<file path="config.mk">
export PLATFORM = sky130hd
export DESIGN_NAME = dma_ctrl
export DESIGN_NICKNAME = d
export VERILOG_FILES = /design/src/hdl/dma_pkg.sv /design/src/hdl/dma_ctrl.sv /design/src/hdl/dma_backend.sv /design/src/hdl/dma_nd_midend.sv /design/src/hdl/dma_job_fifo.sv /design/src/hdl/dma_inst_decoder.sv
export SDC_FILE = /design/constraint.sdc
export NUM_CORES = 1
export LEC_CHECK = 0
export BUFFER_PORTS_ARGS = -buffer_cell sky130_fd_sc_hd__buf_2
export CAP_MARGIN = 30
export CORE_ASPECT_RATIO = 0.5
export CORE_MARGIN = 2
export CORE_UTILIZATION = 51
export DETAILED_ROUTE_END_ITERATION = 8
export PLACE_DENSITY = 0.71
export SYNTH_ARGS = -nofsm -noshare
export SYNTH_HDL_FRONTEND = slang
export SYNTH_SLANG_ARGS = --single-unit
export TNS_END_PERCENT = 10
</file>
<file path="constraint.sdc">
create_clock -name clk_i -period 5.85 [get_ports clk_i]
set_clock_uncertainty 0.1 [all_clocks]
set_input_delay 0.8775 -clock clk_i [delete_from_list [all_inputs] [get_ports clk_i]]
set_output_delay 0.8775 -clock clk_i [all_outputs]
set_load 0.01 [all_outputs]
</file>
<file path="src/hdl/dma_pkg.sv">
// DMA package with widths, opcodes, FIFO depth, vector typedefs and FSM state enums
package dma_pkg;

  // Field widths shared by the decoder, FIFO, mid-end and back-end
  localparam int DMA_ADDR_W = 16;
  localparam int DMA_DATA_W = 32;
  localparam int DMA_LEN_W  = 16;
  localparam int DMA_REPS_W = 8;
  localparam int DMA_ID_W   = 4;

  // Job queue depth, pointer width and width of one packed descriptor
  localparam int DMA_FIFO_DEPTH = 4;
  localparam int DMA_FIFO_PTR_W = $clog2(DMA_FIFO_DEPTH);
  // Source, destination and both strides, then length, repetitions and direction
  localparam int DMA_JOB_W = 4 * DMA_ADDR_W + DMA_LEN_W + DMA_REPS_W + 1;

  // Custom-0 major opcode, matched against instruction bits 6:0
  localparam logic [6:0] DMA_OPCODE = 7'b0001011;

  // Function codes carried in funct3
  // ADDR loads rs1 as source and rs2 as destination
  localparam logic [2:0] DMA_F3_ADDR   = 3'd0;
  // SIZE loads rs1 as words per row and rs2 as number of rows
  localparam logic [2:0] DMA_F3_SIZE   = 3'd1;
  // STRIDE loads rs1 as source stride and rs2 as destination stride
  localparam logic [2:0] DMA_F3_STRIDE = 3'd2;
  // START launches a job, with the direction in bit 0 of rs1
  localparam logic [2:0] DMA_F3_START  = 3'd3;

  // Copy direction encodings
  localparam logic DMA_DIR_L2_TO_L1 = 1'b0;
  localparam logic DMA_DIR_L1_TO_L2 = 1'b1;

  // Vector types for quantities with a meaning of their own
  typedef logic [DMA_ADDR_W-1:0]     dma_addr_t;
  typedef logic [DMA_DATA_W-1:0]     dma_data_t;
  typedef logic [DMA_LEN_W-1:0]      dma_len_t;
  typedef logic [DMA_REPS_W-1:0]     dma_reps_t;
  typedef logic [DMA_ID_W-1:0]       dma_id_t;
  typedef logic [DMA_FIFO_PTR_W:0]   dma_fifo_cnt_t;

  // Occupancy at which the job FIFO holds no more descriptors
  localparam dma_fifo_cnt_t DMA_FIFO_CNT_MAX = dma_fifo_cnt_t'(DMA_FIFO_DEPTH);

  // Mid-end FSM: wait for a job, offer a row burst, wait for that burst to finish
  typedef enum logic [1:0] {
    MID_IDLE,
    MID_ISSUE,
    MID_WAIT
  } midend_state_e;

  // Back-end FSM: each word is a read cycle followed by a write cycle
  typedef enum logic [1:0] {
    BE_IDLE,
    BE_READ,
    BE_WRITE
  } backend_state_e;

endpackage
</file>
<file path="src/hdl/dma_ctrl.sv">
// DMA controller top level joining decoder, job FIFO, mid-end, back-end and the L1/L2 port steering
module dma_ctrl import dma_pkg::*; (
  input  logic        clk_i,
  input  logic        arst_n_i,
  input  logic        issue_valid_i,
  input  logic [31:0] issue_instr_i,
  input  dma_data_t   issue_rs1_i,
  input  dma_data_t   issue_rs2_i,
  input  dma_data_t   l1_rdata_i,
  input  dma_data_t   l2_rdata_i,
  output logic        l1_req_o,
  output logic        l1_we_o,
  output dma_addr_t   l1_addr_o,
  output dma_data_t   l1_wdata_o,
  output logic        l2_req_o,
  output logic        l2_we_o,
  output dma_addr_t   l2_addr_o,
  output dma_data_t   l2_wdata_o,
  output logic        start_o,
  output logic        busy_o,
  output logic        done_o,
  output logic        error_o,
  output dma_id_t     next_id_o,
  output dma_id_t     done_id_o
);

  // Decoder to FIFO job word
  logic      dec_push;
  dma_addr_t dec_src;
  dma_addr_t dec_dst;
  dma_len_t  dec_len;
  dma_reps_t dec_reps;
  dma_addr_t dec_src_stride;
  dma_addr_t dec_dst_stride;
  logic      dec_dir;
  logic      fifo_full;
  logic      fifo_empty;

  // FIFO to mid-end job word
  logic      job_valid;
  logic      job_ready;
  dma_addr_t job_src;
  dma_addr_t job_dst;
  dma_len_t  job_len;
  dma_reps_t job_reps;
  dma_addr_t job_src_stride;
  dma_addr_t job_dst_stride;
  logic      job_dir;

  // Mid-end to back-end burst and status
  logic      burst_valid;
  logic      burst_ready;
  dma_addr_t burst_src;
  dma_addr_t burst_dst;
  dma_len_t  burst_len;
  logic      burst_dir;
  logic      burst_done;
  logic      retire;
  logic      me_busy;

  // Back-end memory side before steering
  logic      be_rd_req;
  dma_addr_t be_rd_addr;
  dma_data_t be_rd_data;
  logic      be_wr_req;
  dma_addr_t be_wr_addr;
  dma_data_t be_wr_data;
  logic      be_dir;
  logic      be_busy;
  logic      to_l1;
  logic      to_l2;

  dma_inst_decoder u_decoder (
    .clk_i            ( clk_i          ),
    .arst_n_i         ( arst_n_i       ),
    .issue_valid_i    ( issue_valid_i  ),
    .issue_instr_i    ( issue_instr_i  ),
    .issue_rs1_i      ( issue_rs1_i    ),
    .issue_rs2_i      ( issue_rs2_i    ),
    .fifo_full_i      ( fifo_full      ),
    .retire_i         ( retire         ),
    .job_push_o       ( dec_push       ),
    .job_src_o        ( dec_src        ),
    .job_dst_o        ( dec_dst        ),
    .job_len_o        ( dec_len        ),
    .job_reps_o       ( dec_reps       ),
    .job_src_stride_o ( dec_src_stride ),
    .job_dst_stride_o ( dec_dst_stride ),
    .job_dir_o        ( dec_dir        ),
    .start_o          ( start_o        ),
    .error_o          ( error_o        ),
    .done_o           ( done_o         ),
    .next_id_o        ( next_id_o      ),
    .done_id_o        ( done_id_o      )
  );

  dma_job_fifo u_job_fifo (
    .clk_i            ( clk_i          ),
    .arst_n_i         ( arst_n_i       ),
    .push_i           ( dec_push       ),
    .job_src_i        ( dec_src        ),
    .job_dst_i        ( dec_dst        ),
    .job_len_i        ( dec_len        ),
    .job_reps_i       ( dec_reps       ),
    .job_src_stride_i ( dec_src_stride ),
    .job_dst_stride_i ( dec_dst_stride ),
    .job_dir_i        ( dec_dir        ),
    .ready_i          ( job_ready      ),
    .full_o           ( fifo_full      ),
    .valid_o          ( job_valid      ),
    .job_src_o        ( job_src        ),
    .job_dst_o        ( job_dst        ),
    .job_len_o        ( job_len        ),
    .job_reps_o       ( job_reps       ),
    .job_src_stride_o ( job_src_stride ),
    .job_dst_stride_o ( job_dst_stride ),
    .job_dir_o        ( job_dir        ),
    .empty_o          ( fifo_empty     )
  );

  dma_nd_midend u_midend (
    .clk_i            ( clk_i          ),
    .arst_n_i         ( arst_n_i       ),
    .job_valid_i      ( job_valid      ),
    .job_src_i        ( job_src        ),
    .job_dst_i        ( job_dst        ),
    .job_len_i        ( job_len        ),
    .job_reps_i       ( job_reps       ),
    .job_src_stride_i ( job_src_stride ),
    .job_dst_stride_i ( job_dst_stride ),
    .job_dir_i        ( job_dir        ),
    .burst_ready_i    ( burst_ready    ),
    .burst_done_i     ( burst_done     ),
    .job_ready_o      ( job_ready      ),
    .burst_valid_o    ( burst_valid    ),
    .burst_src_o      ( burst_src      ),
    .burst_dst_o      ( burst_dst      ),
    .burst_len_o      ( burst_len      ),
    .burst_dir_o      ( burst_dir      ),
    .retire_o         ( retire         ),
    .busy_o           ( me_busy        )
  );

  dma_backend u_backend (
    .clk_i         ( clk_i       ),
    .arst_n_i      ( arst_n_i    ),
    .burst_valid_i ( burst_valid ),
    .burst_src_i   ( burst_src   ),
    .burst_dst_i   ( burst_dst   ),
    .burst_len_i   ( burst_len   ),
    .burst_dir_i   ( burst_dir   ),
    .rd_data_i     ( be_rd_data  ),
    .burst_ready_o ( burst_ready ),
    .burst_done_o  ( burst_done  ),
    .rd_req_o      ( be_rd_req   ),
    .rd_addr_o     ( be_rd_addr  ),
    .wr_req_o      ( be_wr_req   ),
    .wr_addr_o     ( be_wr_addr  ),
    .wr_data_o     ( be_wr_data  ),
    .dir_o         ( be_dir      ),
    .busy_o        ( be_busy     )
  );

  // Only one direction runs at a time, so each port sees either the read or the write side
  assign to_l1 = (be_dir == DMA_DIR_L2_TO_L1);
  assign to_l2 = (be_dir == DMA_DIR_L1_TO_L2);

  assign l1_req_o   = to_l1 ? be_wr_req : be_rd_req;
  assign l1_we_o    = to_l1 && be_wr_req;
  assign l1_addr_o  = to_l1 ? be_wr_addr : be_rd_addr;
  assign l1_wdata_o = be_wr_data;

  assign l2_req_o   = to_l2 ? be_wr_req : be_rd_req;
  assign l2_we_o    = to_l2 && be_wr_req;
  assign l2_addr_o  = to_l2 ? be_wr_addr : be_rd_addr;
  assign l2_wdata_o = be_wr_data;

  // Read data comes back from whichever port is the source
  assign be_rd_data = to_l1 ? l2_rdata_i : l1_rdata_i;

  // Queued jobs count as busy even before the mid-end picks them up
  assign busy_o = !fifo_empty || me_busy || be_busy;

endmodule

</file>
<file path="src/hdl/dma_backend.sv">
// Back-end copy engine that moves one burst word by word from source to destination
module dma_backend import dma_pkg::*; (
  input  logic      clk_i,
  input  logic      arst_n_i,
  input  logic      burst_valid_i,
  input  dma_addr_t burst_src_i,
  input  dma_addr_t burst_dst_i,
  input  dma_len_t  burst_len_i,
  input  logic      burst_dir_i,
  input  dma_data_t rd_data_i,
  output logic      burst_ready_o,
  output logic      burst_done_o,
  output logic      rd_req_o,
  output dma_addr_t rd_addr_o,
  output logic      wr_req_o,
  output dma_addr_t wr_addr_o,
  output dma_data_t wr_data_o,
  output logic      dir_o,
  output logic      busy_o
);

  backend_state_e state_q;
  dma_len_t       words_left_q;
  logic           done_q;
  logic           dir_q;
  logic           last_word;
  dma_addr_t      src_q;
  dma_addr_t      dst_q;

  assign burst_ready_o = (state_q == BE_IDLE);
  assign last_word     = (words_left_q == dma_len_t'(1));

  always_ff @(posedge clk_i or negedge arst_n_i) begin
    if (!arst_n_i) begin
      state_q      <= BE_IDLE;
      words_left_q <= '0;
      done_q       <= 1'b0;
      dir_q        <= DMA_DIR_L2_TO_L1;
    end else begin
      done_q <= 1'b0;
      case (state_q)
        BE_IDLE: begin
          if (burst_valid_i) begin
            words_left_q <= burst_len_i;
            dir_q        <= burst_dir_i;
            state_q      <= BE_READ;
          end
        end
        BE_READ: begin
          state_q <= BE_WRITE;
        end
        BE_WRITE: begin
          words_left_q <= words_left_q - 1'b1;
          if (last_word) begin
            done_q  <= 1'b1;
            state_q <= BE_IDLE;
          end else begin
            state_q <= BE_READ;
          end
        end
        default: state_q <= BE_IDLE;
      endcase
    end
  end

  // Both addresses step by one word after each write
  always_ff @(posedge clk_i) begin
    if (burst_valid_i && burst_ready_o) begin
      src_q <= burst_src_i;
      dst_q <= burst_dst_i;
    end else if (state_q == BE_WRITE) begin
      src_q <= src_q + 1'b1;
      dst_q <= dst_q + 1'b1;
    end
  end

  // Read data arrives one cycle after the request, which is the write cycle
  assign rd_req_o  = (state_q == BE_READ);
  assign rd_addr_o = src_q;
  assign wr_req_o  = (state_q == BE_WRITE);
  assign wr_addr_o = dst_q;
  assign wr_data_o = rd_data_i;

  // Direction is held for the whole burst so the port steering stays put
  assign dir_o        = dir_q;
  assign burst_done_o = done_q;
  assign busy_o       = (state_q != BE_IDLE);

endmodule

</file>
<file path="src/hdl/dma_nd_midend.sv">
// Mid-end that splits a two-dimensional job into one burst per row and reports retirement
module dma_nd_midend import dma_pkg::*; (
  input  logic      clk_i,
  input  logic      arst_n_i,
  input  logic      job_valid_i,
  input  dma_addr_t job_src_i,
  input  dma_addr_t job_dst_i,
  input  dma_len_t  job_len_i,
  input  dma_reps_t job_reps_i,
  input  dma_addr_t job_src_stride_i,
  input  dma_addr_t job_dst_stride_i,
  input  logic      job_dir_i,
  input  logic      burst_ready_i,
  input  logic      burst_done_i,
  output logic      job_ready_o,
  output logic      burst_valid_o,
  output dma_addr_t burst_src_o,
  output dma_addr_t burst_dst_o,
  output dma_len_t  burst_len_o,
  output logic      burst_dir_o,
  output logic      retire_o,
  output logic      busy_o
);

  midend_state_e state_q;
  dma_reps_t     rows_left_q;
  logic          retire_q;
  logic          last_row;
  logic          row_done;
  dma_addr_t     src_q;
  dma_addr_t     dst_q;
  dma_addr_t     src_stride_q;
  dma_addr_t     dst_stride_q;
  dma_len_t      len_q;
  logic          dir_q;

  assign job_ready_o   = (state_q == MID_IDLE);
  assign burst_valid_o = (state_q == MID_ISSUE);
  assign row_done      = (state_q == MID_WAIT) && burst_done_i;
  assign last_row      = (rows_left_q == dma_reps_t'(1));

  always_ff @(posedge clk_i or negedge arst_n_i) begin
    if (!arst_n_i) begin
      state_q     <= MID_IDLE;
      rows_left_q <= '0;
      retire_q    <= 1'b0;
    end else begin
      retire_q <= 1'b0;
      case (state_q)
        MID_IDLE: begin
          if (job_valid_i) begin
            rows_left_q <= job_reps_i;
            state_q     <= MID_ISSUE;
          end
        end
        MID_ISSUE: begin
          // The back-end drops ready while busy, so the burst stays on offer
          if (burst_ready_i) begin
            state_q <= MID_WAIT;
          end
        end
        MID_WAIT: begin
          if (burst_done_i) begin
            rows_left_q <= rows_left_q - 1'b1;
            if (last_row) begin
              retire_q <= 1'b1;
              state_q  <= MID_IDLE;
            end else begin
              state_q <= MID_ISSUE;
            end
          end
        end
        default: state_q <= MID_IDLE;
      endcase
    end
  end

  // Row addresses start at the job base and step by the strides after each row
  always_ff @(posedge clk_i) begin
    if (job_valid_i && job_ready_o) begin
      src_q        <= job_src_i;
      dst_q        <= job_dst_i;
      src_stride_q <= job_src_stride_i;
      dst_stride_q <= job_dst_stride_i;
      len_q        <= job_len_i;
      dir_q        <= job_dir_i;
    end else if (row_done) begin
      src_q <= src_q + src_stride_q;
      dst_q <= dst_q + dst_stride_q;
    end
  end

  assign burst_src_o = src_q;
  assign burst_dst_o = dst_q;
  assign burst_len_o = len_q;
  assign burst_dir_o = dir_q;
  assign retire_o    = retire_q;

  // Busy runs from job accept up to and including the retire strobe
  assign busy_o = (state_q != MID_IDLE) || retire_q;

endmodule

</file>
<file path="src/hdl/dma_job_fifo.sv">
// Job FIFO holding complete descriptors between the decoder and the mid-end
module dma_job_fifo import dma_pkg::*; (
  input  logic      clk_i,
  input  logic      arst_n_i,
  input  logic      push_i,
  input  dma_addr_t job_src_i,
  input  dma_addr_t job_dst_i,
  input  dma_len_t  job_len_i,
  input  dma_reps_t job_reps_i,
  input  dma_addr_t job_src_stride_i,
  input  dma_addr_t job_dst_stride_i,
  input  logic      job_dir_i,
  input  logic      ready_i,
  output logic      full_o,
  output logic      valid_o,
  output dma_addr_t job_src_o,
  output dma_addr_t job_dst_o,
  output dma_len_t  job_len_o,
  output dma_reps_t job_reps_o,
  output dma_addr_t job_src_stride_o,
  output dma_addr_t job_dst_stride_o,
  output logic      job_dir_o,
  output logic      empty_o
);

  logic [DMA_JOB_W-1:0]      mem_q [DMA_FIFO_DEPTH];
  logic [DMA_JOB_W-1:0]      wr_job;
  logic [DMA_FIFO_PTR_W-1:0] wr_ptr_q;
  logic [DMA_FIFO_PTR_W-1:0] rd_ptr_q;
  dma_fifo_cnt_t             count_q;
  dma_fifo_cnt_t             count_d;
  logic                      push;
  logic                      pop;

  assign wr_job = {job_src_i, job_dst_i, job_len_i, job_reps_i,
                   job_src_stride_i, job_dst_stride_i, job_dir_i};

  // A push into a full queue is dropped, the decoder never issues one
  assign push = push_i && (count_q != DMA_FIFO_CNT_MAX);
  assign pop  = valid_o && ready_i;

  always_comb begin
    count_d = count_q;
    if (push && !pop) begin
      count_d = count_q + 1'b1;
    end else if (pop && !push) begin
      count_d = count_q - 1'b1;
    end
  end

  // Full reports the occupancy after this edge, since the decoder checks it one
  // cycle before its own push lands
  assign full_o  = (count_d == DMA_FIFO_CNT_MAX);
  assign valid_o = (count_q != '0);
  assign empty_o = (count_q == '0);

  // Pointers wrap on their own because the depth is a power of two
  always_ff @(posedge clk_i or negedge arst_n_i) begin
    if (!arst_n_i) begin
      wr_ptr_q <= '0;
      rd_ptr_q <= '0;
      count_q  <= '0;
    end else begin
      count_q <= count_d;
      if (push) begin
        wr_ptr_q <= wr_ptr_q + 1'b1;
      end
      if (pop) begin
        rd_ptr_q <= rd_ptr_q + 1'b1;
      end
    end
  end

  always_ff @(posedge clk_i) begin
    if (push) begin
      mem_q[wr_ptr_q] <= wr_job;
    end
  end

  assign {job_src_o, job_dst_o, job_len_o, job_reps_o,
          job_src_stride_o, job_dst_stride_o, job_dir_o} = mem_q[rd_ptr_q];

endmodule

</file>
<file path="src/hdl/dma_inst_decoder.sv">
// Instruction decoder with configuration registers, job launch, transfer IDs and status strobes
module dma_inst_decoder import dma_pkg::*; (
  input  logic        clk_i,
  input  logic        arst_n_i,
  input  logic        issue_valid_i,
  input  logic [31:0] issue_instr_i,
  input  dma_data_t   issue_rs1_i,
  input  dma_data_t   issue_rs2_i,
  input  logic        fifo_full_i,
  input  logic        retire_i,
  output logic        job_push_o,
  output dma_addr_t   job_src_o,
  output dma_addr_t   job_dst_o,
  output dma_len_t    job_len_o,
  output dma_reps_t   job_reps_o,
  output dma_addr_t   job_src_stride_o,
  output dma_addr_t   job_dst_stride_o,
  output logic        job_dir_o,
  output logic        start_o,
  output logic        error_o,
  output logic        done_o,
  output dma_id_t     next_id_o,
  output dma_id_t     done_id_o
);

  logic       dma_instr;
  logic [2:0] funct3;
  logic       start_req;
  logic       start_ok;
  dma_addr_t  src_q;
  dma_addr_t  dst_q;
  dma_len_t   len_q;
  dma_reps_t  reps_q;
  dma_addr_t  src_stride_q;
  dma_addr_t  dst_stride_q;
  logic       dir_q;
  logic       push_q;
  logic       error_q;
  logic       done_q;
  dma_id_t    next_id_q;
  dma_id_t    done_id_q;

  // Every strobed instruction is consumed, only custom-0 ones are acted on
  assign funct3    = issue_instr_i[14:12];
  assign dma_instr = issue_valid_i && (issue_instr_i[6:0] == DMA_OPCODE);
  assign start_req = dma_instr && (funct3 == DMA_F3_START);

  // An empty job or a FIFO without room turns the start into an error
  // The FIFO full flag already looks one cycle ahead to cover the push delay
  assign start_ok = (len_q != '0) && (reps_q != '0) && !fifo_full_i;

  always_ff @(posedge clk_i or negedge arst_n_i) begin
    if (!arst_n_i) begin
      src_q        <= '0;
      dst_q        <= '0;
      len_q        <= '0;
      reps_q       <= '0;
      src_stride_q <= '0;
      dst_stride_q <= '0;
      dir_q        <= DMA_DIR_L2_TO_L1;
      push_q       <= 1'b0;
      error_q      <= 1'b0;
      done_q       <= 1'b0;
      next_id_q    <= '0;
      // Nothing has retired yet, so the last completed ID sits one below the first
      done_id_q    <= '1;
    end else begin
      push_q  <= start_req && start_ok;
      error_q <= start_req && !start_ok;
      done_q  <= retire_i;
      if (dma_instr) begin
        case (funct3)
          DMA_F3_ADDR: begin
            src_q <= issue_rs1_i[DMA_ADDR_W-1:0];
            dst_q <= issue_rs2_i[DMA_ADDR_W-1:0];
          end
          DMA_F3_SIZE: begin
            len_q  <= issue_rs1_i[DMA_LEN_W-1:0];
            reps_q <= issue_rs2_i[DMA_REPS_W-1:0];
          end
          DMA_F3_STRIDE: begin
            src_stride_q <= issue_rs1_i[DMA_ADDR_W-1:0];
            dst_stride_q <= issue_rs2_i[DMA_ADDR_W-1:0];
          end
          default: begin
            // A start leaves the configuration intact for the next job
            if (start_req && start_ok) begin
              dir_q <= issue_rs1_i[0];
            end
          end
        endcase
      end
      // IDs are handed out in order and retire in the same order
      if (start_req && start_ok) begin
        next_id_q <= next_id_q + 1'b1;
      end
      if (retire_i) begin
        done_id_q <= done_id_q + 1'b1;
      end
    end
  end

  // The job word is the live configuration, sampled by the FIFO on the push cycle
  assign job_push_o       = push_q;
  assign job_src_o        = src_q;
  assign job_dst_o        = dst_q;
  assign job_len_o        = len_q;
  assign job_reps_o       = reps_q;
  assign job_src_stride_o = src_stride_q;
  assign job_dst_stride_o = dst_stride_q;
  assign job_dir_o        = dir_q;

  // The start pulse coincides with the push
  assign start_o   = push_q;
  assign error_o   = error_q;
  assign done_o    = done_q;
  assign next_id_o = next_id_q;
  assign done_id_o = done_id_q;

endmodule

</file>
### Word-level counts from Yosys, hierarchy flattened

Memories as Yosys holds them, arrays and structs flattened.
Index checks and enable logic that the tools add are counted.

| word-level totals | value |
|---|---|
| register bits | 251 |
| RAM bits | 356 |
| output and inout bits | 112 |
| memories | 1 |

| operators by class | value |
|---|---|
| add/sub/neg operators | 12 |
| equality and inequality tests | 16 |
| muxes and demuxes | 35 |
| bitwise gates (word level) | 2 |
| reductions and logical operators | 44 |

Memory list:

| memory | words | bits a word | rd ports | clocked after Yosys merged registers in | wr ports | line | RTL |
|---|---|---|---|---|---|---|---|
| u_job_fifo.mem_q | 4 | 89 | 1 | 0 | 1 | dma_job_fifo.sv:26 | `logic [DMA_JOB_W-1:0] mem_q [DMA_FIFO_DEPTH];` |

Operators with widths:

| kind | count |
|---|---|
| $mux W16 | 11 |
| $add A16 B1 Y16 const B | 2 |
| $add A16 B16 Y16 | 2 |
| $mux W32 | 1 |
| $pmux W16 S2 | 1 |
| $eq A16 B1 Y1 const B | 1 |
| $mux W8 | 2 |
| $pmux W8 S2 | 1 |
| $reduce_bool A16 Y1 | 1 |
| $sub A16 B1 Y16 const B | 1 |
| $logic_and A1 B1 Y1 | 14 |
| $pmux W2 S3 | 2 |
| $reduce_bool A2 Y1 | 6 |
| $mux W1 | 11 |
| $reduce_and A2 Y1 | 5 |
| $reduce_and A3 Y1 | 3 |
| $add A4 B1 Y4 const B | 2 |
| $eq A8 B1 Y1 const B | 1 |
| $mux W2 | 4 |
| $reduce_bool A8 Y1 | 1 |
| $sub A8 B1 Y8 const B | 1 |
| $eq A7 B4 Y1 const B | 1 |
| $eq A3 B2 Y1 const B | 2 |
| $logic_not A3 Y1 | 2 |
| 17 further kinds | 31 |

### Depth between registers and ports, before layout

Gate-level depths: netlist (run 1).

| depth | value |
|---|---|
| depth in word-level cells | 11 |
| gate-level depth with buffers | 10 |
| mapped depth without buffers | 10 |

### Hierarchy

A second synthesis (run 1) with hierarchy kept.

| second synthesis, totals | value |
|---|---|
| cell total of the unflattened synthesis | 1641 |
| area total of the unflattened synthesis | 26357.8 um^2 |

Modules (own cells, without submodules):

| module | instances | cells each | area each (um^2) | seq. area each (um^2) |
|---|---|---|---|---|
| dma_job_fifo | 1 | 521 | 13336.5 | 10865.4 |
| dma_nd_midend | 1 | 438 | 4852.2 | 2707.6 |
| dma_inst_decoder | 1 | 233 | 3870.0 | 2507.4 |
| dma_backend | 1 | 340 | 3161.8 | 1461.4 |
| dma_ctrl | 1 | 109 | 1137.3 | 0.0 |

### Least setup slack after synthesis (run 1)

OpenSTA, ideal clock, no wires.

| timing path | value |
|---|---|
| kind | reg-to-reg |
| start | register u_job_fifo.count_q[0] |
| end | memory u_job_fifo.mem_q[0][0] (netlist name), enable pin |
| library setup time | 457 ps |
| arrival | 3141 ps |
| setup slack | 2152 ps |
| cell stages (with the launch flop) | 5 |
| clock period less this slack | 3698 ps |
| cells stage by stage | dfrtp_1 -> inv_1 -> ha_1 -> a21boi_1 -> and2_1 |

| on the way | value |
|---|---|
| cells in the longest elaborated chain, start to end | 4 |

RTL lines:

| element | line | RTL |
|---|---|---|
| start: declaration | dma_job_fifo.sv:30 | `dma_fifo_cnt_t count_q;` |
| start signal: assignment | dma_job_fifo.sv:64 | `count_q <= count_d;` |
| $ne A3 B3 Y1 | dma_job_fifo.sv:39 | `assign push = push_i && (count_q != DMA_FIFO_CNT_MAX);` |
| $logic_and A1 B1 Y1 | dma_job_fifo.sv:39 |  |
| $mux W1 | dma_job_fifo.sv:75 | `if (push) begin` |
| $mux W1 (implied by the code) | dma_job_fifo.sv:76 | `mem_q[wr_ptr_q] <= wr_job;` |
| end: declaration | dma_job_fifo.sv:26 |  |

No other way between the ends.

### Worst setup path after layout (run 1)

| timing path | value |
|---|---|
| start | register u_job_fifo.count_q[0] |
| end | register u_midend.rows_left_q[4] |

| on the way | value |
|---|---|
| cells in the longest elaborated chain, start to end | 3 |

RTL lines:

| element | line | RTL |
|---|---|---|
| $reduce_bool A3 Y1 | dma_job_fifo.sv:54 | `assign valid_o = (count_q != '0);` |
| $ne A2 B1 Y1 (no line) | -- |  |
| $reduce_and A3 Y1 (no line) | -- |  |
| end signal: assignment | dma_nd_midend.sv:52 | `rows_left_q <= job_reps_i;` |
| end signal: assignment | dma_nd_midend.sv:64 | `rows_left_q <= rows_left_q - 1'b1;` |
| end: declaration | dma_nd_midend.sv:26 | `dma_reps_t rows_left_q;` |

No other way between the ends.
A chain may end at the register's enable or synchronous reset.

==> results.yml, run 1 <==
floorplanning:
  rows: 57
  io_pins: 275
  die-area_mm2: 0.0521
  core_area_mm2: 0.0491
  initial_core_util: 0.522
  chipHeight_um: 162
  die_w_um: 321
cts:
  cts_made_buffers: 51
  cts.repair.resized: 0
  tritoncts: "yes"
  clock_latency_ps: 590
  post-cts-setup-buffers: 0
  cts.reportedPaths.clkPinSlew_ps: 70
  clock_path_buffers: 3
  ctsHoldBuffers: 0
  htree_levels: 2
  clock-sinks: 607
  cts_root_buf: "clkbuf_16"
critical_path:
  critPathCaptureType: "register"
  crit_family: "buffers and inverters"
  worst-path-buf-inv: 4
  max_stage_delay_ps: 780
  critPathKind: "reg2reg"
  start_kind: "register"
  crit_slowest_cell: "a21oi_1"
  path_cells: "inv_1, ha_1, nand2b_2, nand2_1, inv_2, a21oi_1, inv_1, buf_4, a21oi_1, a21oi_1"
  arrival_ps: 3960
  crit_top_cell: "a21oi_1"
  required_ps: 6190
  cp_max_fo: 32
synth:
  yosys_warnings: 0
  yosys.area_share.simple: 0.0520
  synthArstFlopShare: 0.227
  avgSynthCellArea_um2: 16.5
  synthXorXnorAreaFrac: 0.0236
  yosys.area_share.adder: 0.0236
  synth_seq_area_share: 0.685
  synthCells: 1550
  synth_fp_nets: 1760
  synth_enable_flop_cells: 469
  synth_compound_area_frac: 0.0461
  ys_ff_latch: 607
  synthMuxAreaShare: 0.148
  syn-cell-area_mm2: 0.0256
  synth_ff_type: "edfxtp_1"
  synth_top_family_by_area: "multiplexers"
  synth.distinct_cells: 66
global_route:
  track_usage: 0.215
  grt-ovfl-total: 0
  grt_pass1_wl_mm: 84.3
  grt_pass1_vias: 13900
  antenna_found_initial: 2
  grt_max_degree: 68
sta:
  fin_crit_sh: 0.619
  relSlewSlack: 0.353
  max_slew.worst_pin.slew_ps: 970
  slew_viol_final: 0
  setup_tns_ps: 0
  fmax_mhz: 276
  grt_setup_unrepaired: "false"
  finalSetupViolations: 0
  fin_crit_ps: 3620
  hold_viol_final: 0
route:
  num_vias: 14000
  drt.antenna.violating_nets: 0
  initialDrtViolationCount: 1322
  first_pass_iters: 5
  detail_route.wl_per_cell_um: 22.8
  drc: 0
  via_per_inst: 5.74
  drt_wl_total_mm: 55.7
worst_hold_path:
  hp-class: "in2async"
final_layout:
  top_register: "u_job_fifo.mem_q"
  final_cell_mix: "edfxtp_1 (469), buf_2 (219), mux2_2 (153)"
  syn_to_final_growth_pct: 13.4
  largest_reg_flops: 356
  drive_gt1_frac: 0.336
  n_antenna_cell: 0
  layout.nets: 1966
  final_common_cell: "edfxtp_1"
pwr:
  powerDensity_mw_per_mm2: 495
  ir_worst_vdd_v: 0.000272
  power_mw: 14.4
  p_leak_nw: 10.5
placement:
  place_congestion: 0.856
  place_hpwl_mm: 35.9
  io_buffers: 220
job:
  maxCapViolCount: 0
run_status:
  status: "finished clean"
==> worst reg2reg max path: stages (launching register included) <==
cell and delay (ps):
dfrtp_1 410, inv_1 130, ha_1 250, nand2b_2 120, nand2_1 150, inv_2 310
a21oi_1 810, inv_1 570, buf_4 420, a21oi_1 170, a21oi_1 50
==> cells in the mapped netlist, types with 3 or more instances <==
| cell | number | area [um^2] |
|---|---|---|
| edfxtp_1 | 469 | 14100 |
| mux2_2 | 153 | 1720 |
| dfrtp_1 | 134 | 3350 |
| nand2_1 | 99 | 372 |
| mux4_2 | 89 | 2000 |
| o21ai_0 | 72 | 360 |
| nor2_1 | 63 | 236 |
| a21oi_1 | 58 | 290 |
| ha_1 | 45 | 563 |
| xor2_1 | 40 | 350 |
| buf_4 | 35 | 263 |
| nand3_1 | 29 | 145 |
| xnor2_1 | 29 | 254 |
| clkbuf_1 | 25 | 93.8 |
| inv_1 | 19 | 71.3 |
| buf_2 | 17 | 85.1 |
| nor3_1 | 15 | 75.1 |
| a21o_1 | 13 | 97.6 |
| buf_1 | 12 | 45.0 |
| nor2b_1 | 12 | 75.1 |
| a211oi_1 | 9 | 67.6 |
| nand4_1 | 9 | 56.3 |
| nor4_1 | 9 | 56.3 |
| and2_1 | 7 | 43.8 |
| nand2b_1 | 7 | 43.8 |
| o211ai_1 | 7 | 52.6 |
| and3_1 | 6 | 37.5 |
| a311oi_1 | 5 | 43.8 |
| a31oi_1 | 5 | 31.3 |
| dfstp_2 | 4 | 105 |
| a221o_1 | 3 | 30.0 |
| nand3b_1 | 3 | 22.5 |
| or2_2 | 3 | 18.8 |
==> per-stage QoR <==
| stage | cell area [um^2] | setup slack (ps) | std cells | hold WS (ps) | utilization |
|---|---|---|---|---|---|
| 6_report | 29000 | 2230 | 2448 | 239 | 0.592 |
| 5_1_grt | 29000 | 2000 | 2448 | 292 | 0.592 |
| 4_1_cts | 29000 | 2240 | 2448 | 247 | 0.592 |
| 3_5_place_dp | 27300 | 2240 | 2352 | 337 | 0.555 |
| 3_3_place_gp | 27300 | 2320 | 2352 | 328 | 0.555 |
| 2_1_floorplan | 25600 | 2150 | 1550 | 315 | - |
==> power breakdown <==
part / total [mW] / switching, mW / internal [mW]
logic: 4.56 / 2.58 / 1.98
clock network: 3.60 / 1.54 / 2.06
registers: 6.21 / 0.707 / 5.50
==> final timing paths <==
kind | start | endpoint | slack (ps) | cells past startpoint
max | u_job_fifo.count_q[0] | u_midend.rows_left_q[4] | 2230 | 10
min | arst_n_i | u_decoder.next_id_o[0] | 240 | 1
max reg2reg | u_job_fifo.count_q[0] | u_midend.rows_left_q[4] | 2230 | 10
min reg2reg | u_midend.burst_len_o[10] | u_backend.words_left_q[10] | 350 | 2
max in group asynchronous | arst_n_i | u_job_fifo.rd_ptr_q[0] | 4310 | 2
min in group clk_i | u_midend.burst_len_o[10] | u_backend.words_left_q[10] | 350 | 2
==> layout make-up <==
| class | instances | area [um^2] |
|---|---|---|
| Clock buffer | 74 | 1460 |
| Clock inverter | 22 | 322 |
| Fill cell | 3651 | 20000 |
| Inverter | 20 | 75.1 |
| Multi-Input combinational cell | 833 | 7520 |
| Sequential cell | 607 | 17600 |
| Tap cell | 649 | 812 |
| Timing Repair Buffer | 243 | 1290 |
==> layer usage <==
metal | part of all wire | GRT usage | vias to the layer above
li1 | - | - | 6362
met1 | 0.44 | 0.317 | 7123
met2 | 0.45 | 0.332 | 487
met5 | 0.00023 | 0 | -
met3 | 0.088 | 0.0519 | 67
met4 | 0.016 | 0.0433 | 2
==> cells by family after synthesis <==
family / count (synthesis)
buffers and inverters: 110
XOR/XNOR: 69
flip-flops: 607
AND/OR/NAND/NOR: 277
adder cells (fa/ha/maj): 47
AO/OA/AOI/OAI: 194
multiplexers: 246
(Power assumes the default switching activity.)
==> inputs of run 2 (changes only) <==
--- a/config.mk
+++ b/config.mk
@@ -5,6 +5,7 @@
 export SDC_FILE = /design/constraint.sdc
 export NUM_CORES = 1
 export LEC_CHECK = 0
+export ABC_AREA = 1
 export BUFFER_PORTS_ARGS = -buffer_cell sky130_fd_sc_hd__buf_2
 export CAP_MARGIN = 30
 export CORE_ASPECT_RATIO = 0.5
==> constraint.sdc (replaced) <==
create_clock -name clk_i -period 3.6 [get_ports clk_i]
set_clock_uncertainty 0.1 [all_clocks]
set_input_delay 0.54 -clock clk_i [delete_from_list [all_inputs] [get_ports clk_i]]
set_output_delay 0.54 -clock clk_i [all_outputs]
set_load 0.01 [all_outputs]
==> run 2 against run 1 <==
Register-to-register slack worse by 1200 ps. Critical endpoint is now l2_req_o. Routed wire length is 20% higher. Non-clock buffer count is 9 higher. Worst hold slack worse by 130 ps. Largest cell class unchanged.
==> results.yml, run 2 <==
run_status:
  status: "finished clean"
final_layout:
  top_register: "u_job_fifo.mem_q"
  syn_to_final_growth_pct: 13.3
  layout.nets: 2825
  final_common_cell: "nand2_1"
  multi_input_area_mm2: 0.00769
  fill_cells: 4110
  fin_util: 0.590
  largest_reg_flops: 356
  layout.cells.non_filler: 3348
  final_cell_mix: "nand2_1 (537), edfxtp_1 (469), nor2_1 (253)"
  n_antenna_cell: 0
  drive_gt1_frac: 0.142
  ff_latch_area_mm2: 0.0175
route:
  drt_wl_total_mm: 66.9
  num_vias: 18600
  drc: 0
  detail_route.wl_per_cell_um: 20.0
  drt.antenna.violating_nets: 0
  first_pass_iters: 5
  via_per_inst: 5.57
  initialDrtViolationCount: 1818
placement:
  io_buffers: 220
  place_hpwl_mm: 43.0
  dp_cells: 3249
  place_congestion: 0.904
critical_path:
  critPathCaptureType: "output port"
  start_kind: "register"
  cp_max_fo: 14
  crit_slowest_cell: "clkinv_1"
  required_ps: 2960
  arrival_ps: 2370
  crit_start: "u_backend.state_q[1]"
  path_cells: "inv_1, nor2_2, clkinv_1, o21ai_0, buf_2"
  reg2reg_depth: 14
  r2r-start: "u_job_fifo.count_q[0]"
  max_stage_delay_ps: 470
  critPathKind: "reg2out"
synth:
  synth.distinct_cells: 49
  synth_enable_flop_cells: 469
  synthCells: 2449
  synth_top_area_share: 0.533
  synthArstFlopShare: 0.227
  synth_fp_nets: 2659
  synth_ff_type: "edfxtp_1"
  ys_ff_latch: 607
  ys_top_cells_by_count: "nand2_1 (539), edfxtp_1 (469), nor2_1 (258), o21ai_0 (240), inv_1 (137)"
  synth_seq_area_share: 0.664
  avgSynthCellArea_um2: 10.8
  yosys-top-cells-area: "edfxtp_1 (53%), dfrtp_1 (13%), nand2_1 (7.7%)"
  yosys_warnings: 0
  synth_top_area_cell: "edfxtp_1"
  syn-cell-area_mm2: 0.0264
  yosysMostFrequentCell: "nand2_1"
sta:
  fmax_mhz: 333
  fin_hold_ws_ps: 106
  finalSetupViolations: 0
  slew_viol_final: 0
  setup_tns_ps: 0
  max_slew.worst_pin.slew_ps: 954
  fin_crit_sh: 0.835
  hold_viol_final: 0
  grt_setup_unrepaired: "false"
  relSlewSlack: 0.363
  fin_crit_ps: 3010
worst_hold_path:
  min_from: "issue_rs2_i[11]"
  hp-class: "in2reg"
  holdPathStages: 3
floorplanning:
  rows: 58
  core_area_mm2: 0.0507
  die_w_um: 326
  die-area_mm2: 0.0538
  chipHeight_um: 165
  io_pins: 275
  initial_core_util: 0.521
cts:
  clock-sinks: 607
  cts_made_buffers: 53
  cts_root_buf: "clkbuf_16"
  clock_path_buffers: 3
  tritoncts: "yes"
  cts.reportedPaths.clkPinSlew_ps: 70
  clock_latency_ps: 590
  htree_levels: 2
global_route:
  antenna_found_initial: 0
  grt-ovfl-total: 0
  grt_max_degree: 180
  grt_pass1_vias: 17400
  grt_pass1_wl_mm: 101
  track_usage: 0.248
job:
  maxCapViolCount: 0
pwr:
  ir_worst_vdd_v: 0.000751
  powerDensity_mw_per_mm2: 857
  p_leak_nw: 11.6
run 2: cell types whose count changed after synthesis, moves of 73 or more:
| cell | before | now |
|---|---|---|
| nand2_1 | 99 | 539 |
| nor2_1 | 63 | 258 |
| mux4_2 | 89 | 0 |
| o22ai_1 | 1 | 74 |
| o21ai_0 | 72 | 240 |
| o21ai_1 | 0 | 109 |
| mux2_2 | 153 | 1 |
| inv_1 | 19 | 137 |
run 2: per-layer routing:
layer,share of wire,routed length [um],up-vias,track usage
met5,0,0,-,0
met4,0.015,1020,0,0.0490
met3,0.084,5640,77,0.0423
met2,0.45,30100,730,0.397
met1,0.45,30200,9025,0.360
li1,-,-,8814,-
run 2: report_power, final:
group	total, mW	switching, mW	internal [mW]
Clock	5.92	2.57	3.34
Sequential	9.99	0.926	9.06
Combinational	9.75	6.60	3.16
run 2: path summary, 6_finish.rpt:
check                                                 endpoint  slack (ps)
min in group asynchronous               u_decoder.job_dst_o[7]         370
worst min register to register          u_decoder.done_id_o[3]         390
worst max register to register          u_decoder.next_id_o[0]        1020
worst max-delay path                                  l2_req_o         590
max in group asynchronous       u_decoder.job_dst_stride_o[15]        2220
worst min-delay path            u_decoder.job_dst_stride_o[11]         110
run 2: cells by family (layout without fill, tap and decap cells):
family | Yosys count | in the layout | synth area share
xor+xnor | 41 | 41 | 0.0136
fa+ha+maj | 47 | 47 | 0.0228
mux | 1 | 1 | 0.000426
simple gates | 938 | 938 | 0.144
buf+inv | 289 | 498 | 0.0470
flops | 607 | 607 | 0.664
compound gates | 526 | 526 | 0.108
run 2: layout make-up:
class,instances,area share
Tap cell,690,0.0288
Clock buffer,75,0.0511
Clock inverter,23,0.00945
Inverter,148,0.0186
Sequential cell,607,0.586
Timing Repair Buffer,252,0.0489
Multi-Input combinational cell,1553,0.257
run 2: stage by stage:
step	instance area [um^2]	total power [mW]	setup WS [ps]
finish	29900	25.7	593
global route	29900	27.3	391
CTS	29900	25.7	211
detailed placement	28100	19.8	842
global placement	28100	19.6	881
floorplan	26400	16.6	-131
run 2: critical path, delay by kind of cell, from the launching register on:
family / cells / cell delay, ps
compound gates: 1 / 260
buf+inv: 3 / 690
flops: 1 / 380
simple gates: 1 / 440
run 2: what timing repair did:
item                       CTS  global route
setup buffers                0             0
hold buffers                 1             0
hold endpoints to repair    43             0
setup endpoints to repair    0             1
gates resized for setup      0             1
